**src/source/copper_pkg.sv**
```systemverilog
// ****************************************
// shared widths, opcodes and host address map
// program word layout: op in bits 15..13
// host addresses are byte addresses, word stride 4
// ****************************************
`default_nettype none

package copper_pkg;

    // beam and data widths
    localparam int x_bits = 11;
    localparam int y_bits = 10;
    localparam int reg_addr_bits = 6;
    localparam int data_bits = 16;

    // unlisted codes run as no-ops
    typedef enum logic [2:0] {
        op_set_x     = 3'd0,
        op_wait_y    = 3'd1,
        op_write_reg = 3'd2,
        op_halt      = 3'd7
    } op_t;

    typedef enum logic [2:0] {
        st_fetch,
        st_data,
        st_write,
        st_raster_wait,
        st_halted
    } engine_state_t;

    // host address map
    localparam logic [15:0] ctrl_addr = 16'h0000;
    localparam logic [15:0] status_addr = 16'h0004;
    localparam logic [15:0] dreg_base = 16'h0100;
    localparam logic [15:0] prog_base = 16'h2000;

    // status word fields
    localparam int stat_wait_bit = 0;
    localparam int stat_halt_bit = 1;
    localparam int stat_y_lsb = 16;

endpackage

`default_nettype wire

```
**src/source/copper_reg_if.sv**
```systemverilog
// ****************************************
// copper to display register write channel
// valid holds with addr and data until ready
// ****************************************
`default_nettype none

interface copper_reg_if;
    import copper_pkg::*;

    logic [reg_addr_bits-1:0] addr;
    logic [data_bits-1:0] data;
    logic valid;
    logic ready;

    modport copper (
        output addr, data, valid,
        input  ready
    );

    modport regfile (
        input  addr, data, valid,
        output ready
    );
endinterface

`default_nettype wire

```
**src/source/display_reg_file.sv**
```systemverilog
// ****************************************
// 64 display registers, cleared at reset
// host write wins and drops copper ready
// host readback is one cycle late
// ****************************************
`default_nettype none

module display_reg_file (
    input  logic clk,
    input  logic reset,
    copper_reg_if.regfile wr,
    input  logic host_we,
    input  logic [copper_pkg::reg_addr_bits-1:0] host_index,
    input  logic [copper_pkg::data_bits-1:0] host_wdata,
    output logic [copper_pkg::data_bits-1:0] host_rdata
);
    import copper_pkg::*;

    localparam int reg_count = 2 ** reg_addr_bits;

    logic [data_bits-1:0] regs [reg_count];
    logic copper_write;

    // copper stalls only in host write cycles
    assign wr.ready = !host_we;
    assign copper_write = wr.valid && wr.ready;

    always_ff @(posedge clk) begin
        if (reset) begin
            for (int i = 0; i < reg_count; i++) begin
                regs[i] <= '0;
            end
        end else if (host_we) begin
            regs[host_index] <= host_wdata;
        end else if (copper_write) begin
            regs[wr.addr] <= wr.data;
        end
    end

    // old value if written in the same cycle
    always_ff @(posedge clk) begin
        host_rdata <= regs[host_index];
    end

endmodule

`default_nettype wire

```
**src/flat_wrapper.sv**
```systemverilog
// flat-port wrapper written by rule: the top's interface ports become plain ports
module display_reg_file_flat import copper_pkg::*;
  (clk, reset, host_we, host_index, host_wdata, host_rdata, wr_addr, wr_data, wr_valid, wr_ready);
  copper_reg_if wr_i ();
  input  logic clk;
  input  logic reset;
  input  logic host_we;
  input  logic [copper_pkg::reg_addr_bits-1:0] host_index;
  input  logic [copper_pkg::data_bits-1:0] host_wdata;
  output logic [copper_pkg::data_bits-1:0] host_rdata;
  input wire logic [$bits(wr_i.addr)-1:0] wr_addr;
  input wire logic [$bits(wr_i.data)-1:0] wr_data;
  input wire logic [$bits(wr_i.valid)-1:0] wr_valid;
  output wire logic [$bits(wr_i.ready)-1:0] wr_ready;
  assign wr_i.addr = wr_addr;
  assign wr_i.data = wr_data;
  assign wr_i.valid = wr_valid;
  assign wr_ready = wr_i.ready;
  display_reg_file u_core (.clk(clk), .reset(reset), .wr(wr_i), .host_we(host_we), .host_index(host_index), .host_wdata(host_wdata), .host_rdata(host_rdata));
endmodule
```
**config.mk**
```make
export PLATFORM = sky130hd
export DESIGN_NAME = display_reg_file_flat
export DESIGN_NICKNAME = d
export VERILOG_FILES = /design/src/source/copper_pkg.sv /design/src/source/copper_reg_if.sv /design/src/source/display_reg_file.sv /design/src/flat_wrapper.sv
export SDC_FILE = /design/constraint.sdc
export NUM_CORES = 1
export LEC_CHECK = 0
export BUFFER_PORTS_ARGS = -buffer_cell sky130_fd_sc_hd__buf_2
export CAP_MARGIN = 20
export CORE_MARGIN = 5
export CORE_UTILIZATION = 35
export CTS_CLUSTER_DIAMETER = 100
export DETAILED_ROUTE_END_ITERATION = 16
export GPL_TIMING_DRIVEN = 0
export PLACE_DENSITY = 0.45
export SYNTH_ARGS = -nofsm -noshare
export SYNTH_HDL_FRONTEND = slang
export SYNTH_SLANG_ARGS = --single-unit
```
**constraint.sdc**
```tcl
create_clock -name clk -period 7.09 [get_ports clk]
set_input_delay 1.418 -clock clk [delete_from_list [all_inputs] [get_ports clk]]
set_output_delay 1.418 -clock clk [all_outputs]
set_load 0.02 [all_outputs]
```
==> run_results.csv <==
group,metric,value,unit
status,status,"finished clean",
yosys,synth_fp_nets,3058,
final_layout,fillers,12020,
sta,hold_violations,0,
yosys,synth-xor-area-share,0,
setup_path,crit_chain,"buf_2 -> buf_4 -> buf_2 -> buf_2 -> mux4_2 -> o22ai_1 -> nor3_1 -> a21oi_1 -> o41ai_1",
sta,timing.final.ws_setup,2.434,ns
yosys,synth_top_family_by_area,"multiplexers",
final_layout,drive_gt1_frac,0.2395,
yosys,muxShareOfSynthArea,0.1573,
grt,grt_overflow,0,
setup_path,cp_common_cell,"buf_2",
sta,period_needed,4.656,ns
clocking,cts_tree,"built",
yosys,netlist_instances,3010,
setup_path,startpoint,"host_index[0]",
clocking,hold_buffers,0,
power_and_ir_drop,max-vdd-ir-drop,0.0002105,V
yosys,async_reset_ff_frac,0,
floorplan,initial_core_util,0.3511,
min_path,hp-start,"u_core.regs[2][8]$_SDFFCE_PN0P_",
yosys,synth_edf_count,1024,
drt,drt_wl_total,159700,um
floorplan,die_h,370.0,um
final_layout,final_common_cell,"nor2_1",
grt,grt_max_degree,17,
setup_path,timing.critical_path.to_type,"register",
power_and_ir_drop,power_density,278.2,nW/um^2
clocking,clk_path_buf_depth,3,
yosys,yosysSeqAreaShare,0.6851,
sta,max_slew_margin,0.2009,
floorplan,coreArea,129200,um^2
grt,grt_pass1_wl,220300,um
yosys,netlist_area,45350,um^2
sta,worst_pin_slew,1.189,ns
setup_path,slowest_delay,0.66,ns
yosys,synth-seq-cells,1040,
setup_path,worstSetupStartpointType,"input pin",
yosys,yosys.area_share.adder,0,
setup_path,critPathKind,"input pin to register",
place,gp_congestion,0.8477,
clocking,insertion_delay,0.73,ns
setup_path,cpMaxStageDelayCell,"buf_2",
drt,first_pass_iters,7,
final_layout,mostFrequentLayoutCells,"nor2_1, edfxtp_1, mux4_2",
min_path,hp-class,"register to register",
flow_run,cap_violations,0,
power_and_ir_drop,power,14570,uW
final_layout,area_delta_synth_final,15.48,%
sta,fin_crit_sh,0.6567,
drt,drt-vias-per-instance,5.419,
drt,wl_per_cell,31.50,um
yosys,synth_flop_cell,"edfxtp_1",
sta,finalMaxSlewViolations,0,
grt,antenna_found_initial,14,
floorplan,die_area,136900,um^2
clocking,cts_sinks,1040,
sta,clock-skew-final,0.02829,ns
setup_path,cp.required,7.63,ns
sta,fin_setup_tns,0,ns
sta,setup_viol,0,
grt,grt_pass1_vias,27960,
clocking,cts_resized,0,
floorplan,die_w,370.0,um
floorplan,io_pins,65,
sta,hold-worst-slack,0.9961,ns
place,io_buffers,60,
setup_path,crit_family,"buffers and inverters",
yosys,synthSimpleGateAreaFrac,0.1184,
clocking,clkTransAtPathRegs,0.06,ns
yosys,syn_avg_cell_area,15.07,um^2
drt,drc,0,
place,dp_hpwl,112600,um
drt,ant_nets,0,
clocking,htreeDepth,3,
place,dp_slack,1.725,ns
sta,grt_setup_unrepaired,"no",
sta,fmax,214.8,MHz
grt,track_usage,0.2315,
yosys,synth_cell_types,46,
setup_path,worst-path-buf-inv,4,
clocking,cts_made_buffers,117,
final_layout,nNetsFinal,3271,
clocking,cts_root_buf,"clkbuf_16",
setup_path,arrival,5.20,ns
drt,dr.first_iter.drc_count,3064,
setup_path,timing.rr.start,"u_core.regs[55][14]$_SDFFCE_PN0P_",
setup_path,crit_fanout,10,
power_and_ir_drop,power.leakage,0.01735,uW
drt,vias,27480,
floorplan,rows,132,
clocking,postCtsSetupBuffers,0,
yosys,ys_warn_count,0,
yosys,synth-compound-area-share,0.01021,
layer usage:
layer	GRT usage	vias to the layer above	share of wire
met5	0	-	0.000063
met4	0.07258	2	0.034
met3	0.04525	216	0.081
met2	0.3690	1191	0.47
met1	0.3225	14560	0.42
li1	-	11510	-
final cells by class:
class                           instances  area, um^2  area share
Antenna cell                            5       12.51   0.0002389
Buffer                                262        1313     0.02506
Clock buffer                          153        3143     0.06001
Clock inverter                         67       633.1     0.01209
Inverter                                1       3.754  0.00007167
Multi-Input combinational cell       1707       13120      0.2506
Sequential cell                      1040       31070      0.5932
Tap cell                             1742        2180     0.04162
Timing Repair Buffer                   94       894.6     0.01708
sequential cells by signal, summed over array words and instances (netlist names):
| name | cells |
|---|---|
| u_core.host_rdata | 16 |
| u_core.regs | 1024 |
cell families after synthesis:
logic type             after synthesis
AND/OR/NAND/NOR                   1281
multiplexers                       354
AO/OA/AOI/OAI                       72
buffers and inverters              263
flip-flops                        1040
final timing paths:
kind,depth (start not counted),slack [ns],to
worst max-delay path,9,2.43,u_core.host_rdata[6]$_DFF_P_
worst min-delay path,5,1.0,u_core.host_rdata[8]$_DFF_P_
worst max register to register,4,4.43,u_core.host_rdata[14]$_DFF_P_
worst min register to register,5,1.0,u_core.host_rdata[8]$_DFF_P_
Yosys cell counts, types with 10 or more instances:
cell / instances / share of area
nand2b_1: 74 / 0.010
o21ai_0: 13 / 0.0014
nor3_1: 13 / 0.0014
nor2b_1: 14 / 0.0019
mux2i_1: 60 / 0.013
buf_2: 124 / 0.014
nor2_1: 1077 / 0.089
nand2_2: 51 / 0.0070
a21oi_1: 10 / 0.0011
clkbuf_1: 95 / 0.0079
buf_4: 11 / 0.0018
buf_6: 16 / 0.0040
mux4_2: 283 / 0.14
o22ai_1: 27 / 0.0037
dfxtp_1: 16 / 0.0071
edfxtp_1: 1024 / 0.68
nand2_1: 16 / 0.0013
buf_1: 15 / 0.0012
worst reg2reg max path, stage by stage (launching register included):
cell,delay (ns)
edfxtp_1,0.35
mux4_2,0.53
mux4_2,0.58
o21ai_0,0.88
nor2_1,0.18
report_power, final:
part | internal (uW) | total (uW) | switching (uW) | leakage [uW]
combinational | 460 | 1380 | 922 | 0.00564
clock | 3480 | 6010 | 2540 | 0.00185
sequential | 7090 | 7180 | 87.6 | 0.00987
total | 11000 | 14600 | 3550 | 0.0174
through the flow:
step / area, um^2 / utilization / cells
3_3_place_gp: 47830 / 0.3703 / 4812
2_1_floorplan: 45350 / - / 3010
4_1_cts: 52140 / 0.4037 / 5053
3_5_place_dp: 48370 / 0.3745 / 4833
5_1_grt: 52360 / 0.4054 / 5066
6_report: 52370 / 0.4055 / 5071
(Power assumes the default switching activity.)
