--- src/source/copper_pkg.sv ---
// ****************************************
// shared widths, opcodes and host address map
// program word layout: op in bits 15..13
// host addresses are byte addresses, word stride 4
// ****************************************
`default_nettype none

package copper_pkg;

    // beam and data widths
    localparam int x_bits = 11;
    localparam int y_bits = 10;
    localparam int reg_addr_bits = 6;
    localparam int data_bits = 16;

    // unlisted codes run as no-ops
    typedef enum logic [2:0] {
        op_set_x     = 3'd0,
        op_wait_y    = 3'd1,
        op_write_reg = 3'd2,
        op_halt      = 3'd7
    } op_t;

    typedef enum logic [2:0] {
        st_fetch,
        st_data,
        st_write,
        st_raster_wait,
        st_halted
    } engine_state_t;

    // host address map
    localparam logic [15:0] ctrl_addr = 16'h0000;
    localparam logic [15:0] status_addr = 16'h0004;
    localparam logic [15:0] dreg_base = 16'h0100;
    localparam logic [15:0] prog_base = 16'h2000;

    // status word fields
    localparam int stat_wait_bit = 0;
    localparam int stat_halt_bit = 1;
    localparam int stat_y_lsb = 16;

endpackage

`default_nettype wire

--- src/source/copper_axil_regs.sv ---
// ****************************************
// AXI4-Lite slave, one transaction at a time
// master must present AW and W together
// no byte strobes, writes take the whole word
// unmapped addresses read 0 and ignore writes
// ****************************************
`default_nettype none

module copper_axil_regs #(
    parameter int prog_addr_bits = 11
) (
    input  logic clk,
    input  logic reset,
    input  logic [15:0] awaddr,
    input  logic awvalid,
    output logic awready,
    input  logic [31:0] wdata,
    input  logic wvalid,
    output logic wready,
    output logic [1:0] bresp,
    output logic bvalid,
    input  logic bready,
    input  logic [15:0] araddr,
    input  logic arvalid,
    output logic arready,
    output logic [31:0] rdata,
    output logic [1:0] rresp,
    output logic rvalid,
    input  logic rready,
    output logic enable,
    input  logic waiting,
    input  logic halted,
    input  logic [copper_pkg::y_bits-1:0] raster_y,
    output logic prog_we,
    output logic [prog_addr_bits-1:0] prog_addr,
    output logic [copper_pkg::data_bits-1:0] prog_wdata,
    input  logic [copper_pkg::data_bits-1:0] prog_rdata,
    output logic dreg_we,
    output logic [copper_pkg::reg_addr_bits-1:0] dreg_index,
    output logic [copper_pkg::data_bits-1:0] dreg_wdata,
    input  logic [copper_pkg::data_bits-1:0] dreg_rdata
);
    import copper_pkg::*;

    typedef enum logic [2:0] {
        src_none,
        src_ctrl,
        src_status,
        src_dreg,
        src_prog
    } rd_src_t;

    // window sizes in bytes
    localparam int dreg_span = 4 * (2 ** reg_addr_bits);
    localparam int prog_span = 4 * (2 ** prog_addr_bits);

    logic ready_en;
    logic rd_pend;
    logic idle;
    logic wr_fire;
    logic rd_fire;
    logic [15:0] host_addr;
    logic is_ctrl;
    logic is_status;
    logic is_dreg;
    logic is_prog;
    rd_src_t rd_src;
    logic [31:0] status_word;

    assign idle = ready_en && !bvalid && !rvalid && !rd_pend;
    assign awready = idle;
    assign wready = idle;
    // a write offered in the same cycle goes first
    assign arready = idle && !(awvalid && wvalid);
    assign wr_fire = idle && awvalid && wvalid;
    assign rd_fire = arvalid && arready;

    // RAM and register file share one host address
    assign host_addr = wr_fire ? awaddr : araddr;

    assign is_ctrl = host_addr[15:2] == ctrl_addr[15:2];
    assign is_status = host_addr[15:2] == status_addr[15:2];
    assign is_dreg = host_addr >= dreg_base && 32'(host_addr - dreg_base) < dreg_span;
    assign is_prog = host_addr >= prog_base && 32'(host_addr - prog_base) < prog_span;

    assign prog_addr = host_addr[prog_addr_bits+1:2];
    assign dreg_index = host_addr[reg_addr_bits+1:2];
    assign prog_wdata = wdata[data_bits-1:0];
    assign dreg_wdata = wdata[data_bits-1:0];
    assign prog_we = wr_fire && is_prog;
    assign dreg_we = wr_fire && is_dreg;

    assign bresp = 2'b00;
    assign rresp = 2'b00;

    always_comb begin
        status_word = '0;
        status_word[stat_wait_bit] = waiting;
        status_word[stat_halt_bit] = halted;
        status_word[stat_y_lsb +: y_bits] = raster_y;
    end

    always_ff @(posedge clk) begin
        if (reset) begin
            ready_en <= 1'b0;
            enable <= 1'b0;
            bvalid <= 1'b0;
            rvalid <= 1'b0;
            rd_pend <= 1'b0;
        end else begin
            ready_en <= 1'b1;
            if (wr_fire && is_ctrl) begin
                enable <= wdata[0];
            end
            if (wr_fire) begin
                bvalid <= 1'b1;
            end else if (bready) begin
                bvalid <= 1'b0;
            end
            // one cycle for the RAM and register file reads
            rd_pend <= rd_fire;
            if (rd_pend) begin
                rvalid <= 1'b1;
            end else if (rready) begin
                rvalid <= 1'b0;
            end
        end
    end

    // read source select, then data steering
    always_ff @(posedge clk) begin
        if (rd_fire) begin
            if (is_ctrl) begin
                rd_src <= src_ctrl;
            end else if (is_status) begin
                rd_src <= src_status;
            end else if (is_dreg) begin
                rd_src <= src_dreg;
            end else if (is_prog) begin
                rd_src <= src_prog;
            end else begin
                rd_src <= src_none;
            end
        end
        if (rd_pend) begin
            case (rd_src)
                src_ctrl: rdata <= 32'(enable);
                src_status: rdata <= status_word;
                src_dreg: rdata <= 32'(dreg_rdata);
                src_prog: rdata <= 32'(prog_rdata);
                default: rdata <= '0;
            endcase
        end
    end

endmodule

`default_nettype wire

--- config.mk ---
export PLATFORM = sky130hd
export DESIGN_NAME = copper_axil_regs
export DESIGN_NICKNAME = d
export VERILOG_FILES = /design/src/source/copper_pkg.sv /design/src/source/copper_axil_regs.sv
export SDC_FILE = /design/constraint.sdc
export NUM_CORES = 1
export LEC_CHECK = 0
export ABC_AREA = 1
export BUFFER_PORTS_ARGS = -buffer_cell sky130_fd_sc_hd__buf_4
export CORE_AREA = 2 2 80 82
export CTS_BUF_LIST = sky130_fd_sc_hd__clkbuf_4 sky130_fd_sc_hd__clkbuf_8
export DETAILED_ROUTE_END_ITERATION = 6
export DIE_AREA = 0 0 82 84
export GPL_TIMING_DRIVEN = 1
export PLACE_DENSITY = 0.89
export SKIP_CTS_REPAIR_TIMING = 1
export SYNTH_ARGS = -nofsm -noshare
export SYNTH_HDL_FRONTEND = slang
export SYNTH_SLANG_ARGS = --single-unit
--- constraint.sdc ---
create_clock -name clk -period 2.15 [get_ports clk]
set_input_delay 0.1075 -clock clk [delete_from_list [all_inputs] [get_ports clk]]
set_output_delay 0.1075 -clock clk [all_outputs]
set_load 0.1 [all_outputs]
==> results.toml <==
[layout]
most_used_cells_in_the_layout_excluding_fill_and_tap_cells = "sky130_fd_sc_hd__buf_4, sky130_fd_sc_hd__nand2_1, sky130_fd_sc_hd__inv_1, sky130_fd_sc_hd__edfxtp_1, sky130_fd_sc_hd__nand4_1"
filler_cell_count = 531
layoutNonFillerInstCount = 461
final_common_cell = "sky130_fd_sc_hd__buf_4"
num_antenna_cells = 0
layout.area.seq_um2 = 982
area_of_the_multi_input_gates_um2 = 822
post_route_cells_drive_above_1_share_pct = 45.1
syn_to_final_growth_pct = 43.3
finish.net_count = 498

[die]
die_x_um = 82
num_io_pins = 208
fp.dieArea_um2 = 6890
core_region_area_um2 = 6100
floorplan.die.height_um = 84
start_util_pct = 37.6
fp-row-count = 29

[setup_path]
cp_cell_sequence = "nor2_4, buf_12, nand4_1, nand2_1, nand3_1, nor2_4, nand3_2, nor2_4, buf_12"
worstPathMaxFanout = 18
slowest_cp_cell = "sky130_fd_sc_hd__dfxtp_4"
critical-path-top-delay-family = "simple AND/OR/NAND/NOR gates"
cp_common_cell = "sky130_fd_sc_hd__nor2_4"
worst-endpoint-arrival_ns = 1.95
crit_buf_inv = 2
critical_path_class = "flop to primary output"
worst_setup_path_start_kind = "flop"
crit_required_ns = 2.04
endpoint_kind = "primary output"
cp_slowest_stage_delay_ns = 0.36

[route]
remaining_drc_errors = 0
vias_per_cell = 4.63
count_of_routing_violations_after_the_opening_detailed_route_iteration = 61
ant_nets = 0
routedWlPerCell_um = 13.4
drt-pass1-iter-count = 4
drt-total-wl_mm = 6.16
routed-via-count = 2133

[synthesis]
post_synth_instance_area_um2 = 2290
synth.avg_cell_area_um2 = 8.12
netlist.area_leader.share_pct = 38.0
sequential_fraction_of_the_synthesis_area_pct = 42.4
yosys_register_bits = 34
synthDominantAreaCellType = "sky130_fd_sc_hd__edfxtp_1"
synthTopCellsByArea = "sky130_fd_sc_hd__edfxtp_1, sky130_fd_sc_hd__buf_4, sky130_fd_sc_hd__nand2_1, sky130_fd_sc_hd__inv_1, sky130_fd_sc_hd__nand4_1"
synthDistinctLibCells = 22
yosys_warnings = 0
post_synth_inst_count = 282

[timing]
period_minus_slack_ns = 2.06
period_share_pct = 95.9
achievable-frequency_ghz = 0.485
finalSetupTns_ns = 0
finalSetupViolCount = 0
final-max-slew-violation-count = 0
finalHoldViolations = 0
setup_clock_skew_after_layout_ns = 0.00438

[job]
drv_cap = 0

[place]
place.gp.congestion = 0.774
hpwl_after_detailed_placement_mm = 5.07
placement.io_buffers = 132
placed_cells = 450

[power]
vdd_ir_drop_max_mv = 0.345
p_sw_share_pct = 39.6
cellPowerDensity_nw_per_um2 = 589
power.combinational.fraction_pct = 39.1
cellLeakagePower_nw = 1.72
power.share.clock_pct = 22.8
sequentialPowerShare_pct = 38.1
report.power.total_mw = 1.93
cell_internal_pwr_mw = 1.17
power.switching_mw = 0.765

[cts]
clock-sinks = 34
cts-htree-levels = 2
cts_max_path_buffers = 2
clk_latency_ns = 0.27
tritoncts = "yes"
clock_root_cell = "sky130_fd_sc_hd__clkbuf_8"
clkSlewWorstSetupHoldPaths_ns = 0.06
clock_buffers_created_by_tritoncts = 5

[grt]
globalRouteTotalUtil_pct = 16.8
grt_remaining_overflow = 0
grt_pass1_vias = 1940
grt_start_max_net_pins = 28
initial_antenna_violation_count = 0
grt_pass1_wl_mm = 8.93

[run_status]
run_status = "completed"

[min_path]
hold_path.class = "primary input to flop"
state kept, by name (all words and copies together), names as in the netlist:
register,flops
rdata,26
rd_src,3
bvalid,1
enable,1
rd_pend,1
ready_en,1
rvalid,1
metrics by stage:
step	setup slack [ns]	util, %	hold slack (ns)	area (um^2)
after global routing	-0.00663	53.8	0.0840	3280
final	0.0881	53.8	0.0790	3280
after global placement	0.224	51.3	0.216	3130
after detailed placement	0.161	51.3	0.216	3130
after floorplan	0.00846	-	0.167	2400
after CTS	-0.152	52.7	-0.00583	3210
final cells by class:
| class | instances | share of cell area [%] |
|---|---|---|
| timing repair buffer | 143 | 33.7 |
| sequential | 34 | 29.9 |
| multi-input combinational | 148 | 25.0 |
| inverter | 51 | 5.83 |
| tap | 77 | 2.94 |
| clock buffer | 6 | 2.33 |
| clock inverter | 2 | 0.267 |
path summary, 6_finish.rpt:
path | start | end | slack [ns] | cells after the start
min reg2reg | bvalid$_SDFFE_PP0P_ | bvalid$_SDFFE_PP0P_ | 0.51 | 2
max | rvalid$_SDFFE_PP0P_ | dreg_we | 0.09 | 9
min | bready | bvalid$_SDFFE_PP0P_ | 0.08 | 4
max reg2reg | rvalid$_SDFFE_PP0P_ | enable$_SDFFE_PP0P_ | 0.41 | 11
cell usage after synthesis:
cell type	n
sky130_fd_sc_hd__dfxtp_1	5
sky130_fd_sc_hd__nor2_1	21
sky130_fd_sc_hd__nand4_1	21
sky130_fd_sc_hd__nand3_2	1
sky130_fd_sc_hd__buf_2	4
sky130_fd_sc_hd__inv_1	50
sky130_fd_sc_hd__conb_1	1
sky130_fd_sc_hd__nor2_2	2
sky130_fd_sc_hd__a21oi_1	2
sky130_fd_sc_hd__nor3_1	4
sky130_fd_sc_hd__edfxtp_1	29
sky130_fd_sc_hd__a22o_1	14
sky130_fd_sc_hd__nand3_1	6
sky130_fd_sc_hd__nor4_1	2
sky130_fd_sc_hd__o21ai_2	3
sky130_fd_sc_hd__o21ai_0	1
sky130_fd_sc_hd__buf_6	2
sky130_fd_sc_hd__buf_4	49
sky130_fd_sc_hd__nor2_4	2
sky130_fd_sc_hd__nand2_1	59
sky130_fd_sc_hd__clkbuf_1	3
sky130_fd_sc_hd__clkinv_1	1
power groups by stage:
stage	Sequential [mW]	Combinational (mW)	Clock, mW
floorplan	0.835	0.744	0
global placement	0.750	0.741	0
finish	0.736	0.756	0.440
detailed placement	0.750	0.749	0
CTS	0.736	0.750	0.455
global route	0.737	0.792	0.487
cells by family (layout without fill, tap and decap cells):
family,after synthesis,after routing,synth area share (%)
AND/OR/NAND/NOR,118,118,23.5
buffers and inverters,109,202,26.8
flip-flops,34,34,42.4
AO/OA/AOI/OAI,20,20,7.15
other,1,10,0.164
layer usage:
metal,global-route usage [%],up-vias,routed length (um)
li1,-,1052,-
met1,16.9,938,2070
met2,31.9,129,3220
met3,3.68,14,732
met4,6.82,0,137
met5,0,-,0
worst min-delay path: stages:
cell                      delay [ns]
sky130_fd_sc_hd__buf_4          0.08
sky130_fd_sc_hd__inv_1          0.03
sky130_fd_sc_hd__nand2_1        0.05
sky130_fd_sc_hd__a21oi_1        0.06
No activity file was read; power rests on OpenSTA's default activity.
