File: config.mk
export PLATFORM = sky130hd
export DESIGN_NAME = raster_counter
export DESIGN_NICKNAME = d
export VERILOG_FILES = /design/src/source/copper_pkg.sv /design/src/source/raster_counter.sv
export SDC_FILE = /design/constraint.sdc
export NUM_CORES = 1
export LEC_CHECK = 0
export BUFFER_PORTS_ARGS = -buffer_cell sky130_fd_sc_hd__buf_2
export CAP_MARGIN = 20
export CORE_UTILIZATION = 51
export DETAILED_ROUTE_END_ITERATION = 12
export PLACE_DENSITY = 0.73
export SYNTH_ARGS = -nofsm -noshare
export SYNTH_HDL_FRONTEND = slang
export SYNTH_SLANG_ARGS = --single-unit
File: constraint.sdc
create_clock -name clk -period 3.22 [get_ports clk]
set_clock_uncertainty 0.2 [all_clocks]
set_input_delay 0.805 -clock clk [delete_from_list [all_inputs] [get_ports clk]]
set_output_delay 0.805 -clock clk [all_outputs]
set_load 0.05 [all_outputs]
File: src/source/copper_pkg.sv
// ****************************************
// shared widths, opcodes and host address map
// program word layout: op in bits 15..13
// host addresses are byte addresses, word stride 4
// ****************************************
`default_nettype none

package copper_pkg;

    // beam and data widths
    localparam int x_bits = 11;
    localparam int y_bits = 10;
    localparam int reg_addr_bits = 6;
    localparam int data_bits = 16;

    // unlisted codes run as no-ops
    typedef enum logic [2:0] {
        op_set_x     = 3'd0,
        op_wait_y    = 3'd1,
        op_write_reg = 3'd2,
        op_halt      = 3'd7
    } op_t;

    typedef enum logic [2:0] {
        st_fetch,
        st_data,
        st_write,
        st_raster_wait,
        st_halted
    } engine_state_t;

    // host address map
    localparam logic [15:0] ctrl_addr = 16'h0000;
    localparam logic [15:0] status_addr = 16'h0004;
    localparam logic [15:0] dreg_base = 16'h0100;
    localparam logic [15:0] prog_base = 16'h2000;

    // status word fields
    localparam int stat_wait_bit = 0;
    localparam int stat_halt_bit = 1;
    localparam int stat_y_lsb = 16;

endpackage

`default_nettype wire

File: src/source/raster_counter.sv
// ****************************************
// free-running beam position, no blanking
// h_total and v_total must fit the x and y widths
// ****************************************
`default_nettype none

module raster_counter #(
    parameter int h_total = 64,
    parameter int v_total = 32
) (
    input  logic clk,
    input  logic reset,
    output logic [copper_pkg::x_bits-1:0] raster_x,
    output logic [copper_pkg::y_bits-1:0] raster_y,
    output logic frame_start
);
    import copper_pkg::*;

    logic x_wrap;
    logic y_wrap;

    assign x_wrap = raster_x == x_bits'(h_total - 1);
    assign y_wrap = raster_y == y_bits'(v_total - 1);

    // high for the whole cycle spent at the origin
    assign frame_start = raster_x == '0 && raster_y == '0;

    always_ff @(posedge clk) begin
        if (reset) begin
            raster_x <= '0;
            raster_y <= '0;
        end else if (x_wrap) begin
            raster_x <= '0;
            // next line, or back to the top of the frame
            if (y_wrap) begin
                raster_y <= '0;
            end else begin
                raster_y <= raster_y + 1'b1;
            end
        end else begin
            raster_x <= raster_x + 1'b1;
        end
    end

endmodule

`default_nettype wire

==> impl_metrics.csv, run 1 <==
group,metric,value,unit
status,status,"finished, final reports clean",
floorplan,fp.dieH,47.0,um
yosys,ys.flop_type,"dfxtp_1",
finish,fin_cells,167,
worst_setup_path,cpLargestDelayFamily,"simple AND/OR/NAND/NOR gates",
finish,syn_to_final_growth,15.2,%
worst_setup_path,startpoint_type,"flip-flop",
timing,worst_pin_slew,0.447,ns
timing,fin_crit_sh,99.0,%
timing,finalHoldViolCount,0,
cts,clockBufferDepth,2,
cts,clk_pin_slew,0.12,ns
timing,min_period,3.19,ns
floorplan,rows,15,
yosys,synth_cell_types,27,
cts,htree_levels,1,
cts,root_buffer,"clkbuf_4",
detailed_routing,drc,0,
grt,grt_overflow,0,
power_and_ir_drop,p_total,0.000446,W
grt,grt_usage,21.8,%
worst_setup_path,path_max_fanout,5,
floorplan,dieArea,0.00221,mm2
power_and_ir_drop,swShare,27.2,%
power_and_ir_drop,pwr-share-clk,29.6,%
power_and_ir_drop,power.switching,0.000121,W
worst_hold_path,hp-class,"flip-flop to flip-flop",
timing,holdWs,0.319,ns
cts,cts_made_buffers,3,
worst_setup_path,crit_arrival,2.18,ns
run,cap_violations,0,
yosys,synth.avg_cell_area,8.62,um2
detailed_routing,vias_per_cell,5.48,
finish,diodes,0,
cts,cts_setup_buffers,0,
worst_setup_path,end_kind,"output pin",
detailed_routing,drt_iter0_markers,18,
grt,grt_pass1_wl,3270,um
timing,slew_headroom,69.9,%
finish,fin_nets,149,
timing,timing.final.ws_setup,0.0325,ns
power_and_ir_drop,irDropWorstVdd,276,uV
timing,setup_violations,0,
yosys,synth_edf_count,0,
worst_setup_path,crit_type,"flip-flop to output pin",
timing,slew_viol_final,0,
placement,post-place-ws,0.298,ns
detailed_routing,ant_nets,0,
finish,layout.cells.most_common,"buf_2",
floorplan,initial_utilization,56.8,%
worst_setup_path,crit_buf_inv,1,
finish,final_cell_mix,"buf_2, dfxtp_1, nor2_1, nand2_1",
placement,io_buffers,23,
cts,holdBufCountCts,0,
power_and_ir_drop,combPwrFrac,10.4,%
worst_setup_path,worstPathCellList,"or4_4 > or4_2 > nor2_2 > buf_6",
power_and_ir_drop,p_leak,0.488,nW
yosys,synth-seq-cells,21,
cts,clkSinkCount,21,
placement,place_congestion,0.740,
floorplan,core,0.00182,mm2
power_and_ir_drop,cellInternalPower,0.000325,W
power_and_ir_drop,powerDensity,374,mW/mm2
grt,antenna_found_initial,0,
detailed_routing,drt_first_pass_iters,4,
finish,post-route-util,65.5,%
placement,dp_cells,163,
floorplan,ios,24,
grt,grt_max_degree,12,
worst_setup_path,slowest_stage,"or4_2",
power_and_ir_drop,p_seq_share,60.0,%
yosys,syn_inst,120,
yosys,synth-seq-area-share,40.6,%
placement,hpwl,1560,um
floorplan,die_x,47.0,um
detailed_routing,drt_wl_total,2190,um
cts,insertion_delay,0.31,ns
detailed_routing,avgRoutedWirePerCell,13.1,um
finish,drive_above_1_share,23.2,%
yosys,async_flop_share,0,%
worst_setup_path,crit_path_max_incr_delay,0.63,ns
cts,cts_tree,"built",
grt,grt_pass1_vias,740,
detailed_routing,dr_total_vias,915,
timing,fmax,314,MHz
yosys,syn-num-nets,126,
worst_setup_path,required,2.21,ns
yosys,synth_area,0.00103,mm2
yosys,ys.warnings.count,0,
worst_setup_path,worst-r2r-setup-slack,0.88,ns
[cell type report]
class                      count  area, um2
fill                         164        628
multi-input combinational     87        563
sequential                    21        424
timing repair buffer          23        121
tap                           25       31.3
clock buffer                   4       26.3
inverter                       7       26.3
[kinds of logic (layout without fill, tap and decap cells)]
| logic type | count (synthesis) | count (layout) | share of synthesized area [%] |
|---|---|---|---|
| AO/OA/AOI/OAI | 15 | 15 | 9.55 |
| XOR/XNOR | 11 | 11 | 9.31 |
| adder cells (fa/ha/maj) | 4 | 4 | 4.84 |
| buffers and inverters | 12 | 34 | 5.20 |
| flip-flops | 21 | 21 | 40.6 |
| multiplexers | 1 | 1 | 0.967 |
| AND/OR/NAND/NOR | 56 | 56 | 29.5 |
[flip-flops by register name (all words and copies together) (netlist names)]
name      flops
raster_x     11
raster_y     10
[cell usage after synthesis (3+ instances only)]
cell,count,area share (%)
xor2_1,6,5.1
nand4_1,6,3.6
nor2_1,14,5.1
nor3_1,3,1.5
nand2_1,9,3.3
or3_1,6,3.6
inv_1,7,2.5
ha_1,4,4.8
a21oi_1,7,3.4
nand3_1,6,2.9
o21ai_0,6,2.9
xnor2_1,5,4.2
dfxtp_1,21,41
[power groups by stage]
stage / sequential (W) / clock, W / combinational, W
2_1_floorplan: 0.000284 / 0 / 0.0000229
6_report: 0.000268 / 0.000132 / 0.0000463
5_1_grt: 0.000268 / 0.000143 / 0.0000492
3_3_place_gp: 0.000274 / 0 / 0.0000427
3_5_place_dp: 0.000274 / 0 / 0.0000430
4_1_cts: 0.000268 / 0.000134 / 0.0000443
[layer usage]
layer	GRT usage (%)	part of all wire, %
met1	27.7	48
met2	35.3	46
met3	4.62	3.2
met4	10.3	1.9
met5	0	0
[stage by stage]
stage / setup TNS [ns] / cell area, um2
detailed placement: 0 / 1160
floorplan: 0 / 1040
global route: -0.00837 / 1190
finish: 0 / 1190
CTS: 0 / 1180
global placement: 0 / 1160
[repair_timing]
action / 4_1_cts / 5_1_grt
gates resized for setup: 1 / 3
setup endpoints to repair: 1 / 1
pin swaps: 0 / 1
gates cloned: 0 / 0
[path summary, 6_finish.rpt]
path | cells after the start | from | endpoint
setup reg to reg | 4 | raster_x[7] | raster_y[3]
hold reg to reg | 1 | raster_x[0] | raster_x[0]
setup / recovery | 4 | raster_x[7] | frame_start
hold / removal | 1 | raster_x[0] | raster_x[0]
Note: power is estimated with default switching activity, not from simulation.
==> inputs of run 2 (changes only) <==
--- a/config.mk
+++ b/config.mk
@@ -5,7 +5,7 @@
 export SDC_FILE = /design/constraint.sdc
 export NUM_CORES = 1
 export LEC_CHECK = 0
-export BUFFER_PORTS_ARGS = -buffer_cell sky130_fd_sc_hd__buf_2
+export BUFFER_PORTS_ARGS = -buffer_cell sky130_fd_sc_hd__buf_4
 export CAP_MARGIN = 20
 export CORE_UTILIZATION = 51
 export DETAILED_ROUTE_END_ITERATION = 12
==> impl_metrics.csv, run 2 (synthesis results as in run 1) <==
group,metric,value,unit
finish,diodes,0,
worst_setup_path,crit_path_end,"frame_start",
floorplan,ios,24,
status,status,"finished, final reports clean",
timing,grt_setup_unrepaired,"no",
detailed_routing,drt_iter0_markers,15,
placement,hpwl,1580,um
run,cap_violations,0,
finish,multi_input_comb_area,569,um2
grt,grt_max_degree,13,
grt,grt_usage,23.0,%
finish,syn_to_final_growth,22.0,%
finish,seqCellArea,424,um2
cts,cts_tree,"built",
grt,grt_pass1_vias,818,
floorplan,die_x,47.0,um
timing,setup_tns,0,ns
finish,fin_nets,150,
timing,min_period,3.03,ns
timing,finalHoldViolCount,0,
cts,clockBufferDepth,2,
cts,clkSinkCount,21,
finish,top_regs,"raster_x (11), raster_y (10)",
worst_setup_path,timing.rr.start,"raster_x[7]",
floorplan,dieArea,0.00221,mm2
cts,htree_levels,1,
power_and_ir_drop,powerDensity,355,mW/mm2
detailed_routing,drc,0,
timing,setup_violations,0,
worst_setup_path,reg2reg_to,"raster_y[1]",
cts,clk_pin_slew,0.13,ns
grt,antenna_found_initial,0,
worst_setup_path,crit_arrival,2.03,ns
timing,fin_crit_sh,94.2,%
timing,holdWs,0.331,ns
worst_setup_path,path_max_fanout,5,
power_and_ir_drop,p_leak,0.493,nW
finish,nFillCells,160,
worst_setup_path,crit_type,"flip-flop to output pin",
floorplan,fp.dieH,47.0,um
detailed_routing,vias_per_cell,5.45,
timing,slew_viol_final,0,
cts,root_buffer,"clkbuf_4",
detailed_routing,ant_nets,0,
finish,largest-register,"raster_x",
worst_hold_path,hp-class,"flip-flop to flip-flop",
timing,worst_pin_slew,0.466,ns
worst_setup_path,worst-r2r-setup-slack,0.86,ns
finish,layout.cells.most_common,"buf_4",
worst_setup_path,crit_start,"raster_x[7]",
timing,slew_headroom,68.8,%
worst_setup_path,required,2.21,ns
worst_setup_path,r2r_cells,4,
placement,io_buffers,23,
detailed_routing,drt_wl_total,2200,um
floorplan,rows,15,
placement,place_congestion,0.752,
finish,drive_above_1_share,25.2,%
grt,grt_util_met1,28.3,%
power_and_ir_drop,irDropWorstVdd,285,uV
grt,grt_pass1_wl,3510,um
worst_setup_path,startpoint_type,"flip-flop",
floorplan,initial_utilization,56.8,%
finish,largest_reg_flops,11,
detailed_routing,dr_total_vias,915,
worst_setup_path,end_kind,"output pin",
floorplan,core,0.00182,mm2
grt,grt_overflow,0,
grt,grt_busiest_layer,"met2",
grt,grt_use_met3,5.77,%
finish,final_cell_mix,"buf_4, dfxtp_1, nor2_1, nand2_1",
cts,insertion_delay,0.31,ns
grt,met2_usage,37.5,%
timing,fmax,330,MHz
detailed_routing,drt_first_pass_iters,4,
detailed_routing,avgRoutedWirePerCell,13.1,um
cts,holdBufCountCts,0,
cts,cts_made_buffers,3,
run 2: cell types whose count changed in the layout (fill, tap and decap cells not counted), sizes merged:
cell    change
buf         +1
clkbuf      -1
clkinv      +1
run 2: power breakdown:
part	internal (W)	leakage, nW	switching (W)	total [W]
clock	0.0000464	0.0177	0.0000863	0.000133
combinational	0.0000163	0.305	0.0000317	0.0000481
sequential	0.000262	0.171	0.00000580	0.000268
run 2: metal layers:
layer | vias up | wire length (um)
met2 | 27 | 1060
met1 | 412 | 1010
li1 | 472 | -
met5 | - | 0
met3 | 4 | 105
met4 | 0 | 27
run 2: worst min path at each step:
stage	start	to	slack, ns	cells after the start
after floorplan	raster_x[0]	raster_x[0]	0.49	1
after global placement	raster_x[0]	raster_x[0]	0.29	1
after detailed placement	raster_x[0]	raster_x[0]	0.31	1
after CTS	raster_y[1]	raster_y[1]	0.33	2
after global routing	raster_y[1]	raster_y[1]	0.38	2
final	raster_y[1]	raster_y[1]	0.33	2
run 2: repair_timing:
item / 4_1_cts / 5_1_grt
buffers inserted: 0 / 1
endpoints found under the setup margin: 1 / 1
resized for setup: 1 / 4
pin swaps: 0 / 1
run 2: cell type report:
class | instances | area share [%]
repair buffers | 24 | 14.6
inverters | 7 | 2.08
clock inverters | 1 | 0.396
clock buffers | 3 | 1.78
well taps | 25 | 2.48
multi-input cells | 87 | 45.1
flip-flops and latches | 21 | 33.6
run 2: critical path, cell delays in order, from the launching register on:
cell	delay (ns)
dfxtp_4	0.38
or4_4	0.55
or4_4	0.50
nor2_2	0.12
buf_6	0.17
run 2: per-stage QoR:
step / area (um2) / setup WS (ns) / util (%) / power, W / instances
final: 1260 / 0.187 / 69.3 / 0.000449 / 168
after global placement: 1210 / 0.368 / 66.7 / 0.000320 / 163
after detailed placement: 1210 / 0.354 / 66.7 / 0.000321 / 163
after CTS: 1240 / 0.0109 / 68.4 / 0.000450 / 167
after floorplan: 1040 / 0.0204 / - / 0.000307 / 120
after global routing: 1260 / 0.142 / 69.3 / 0.000467 / 168
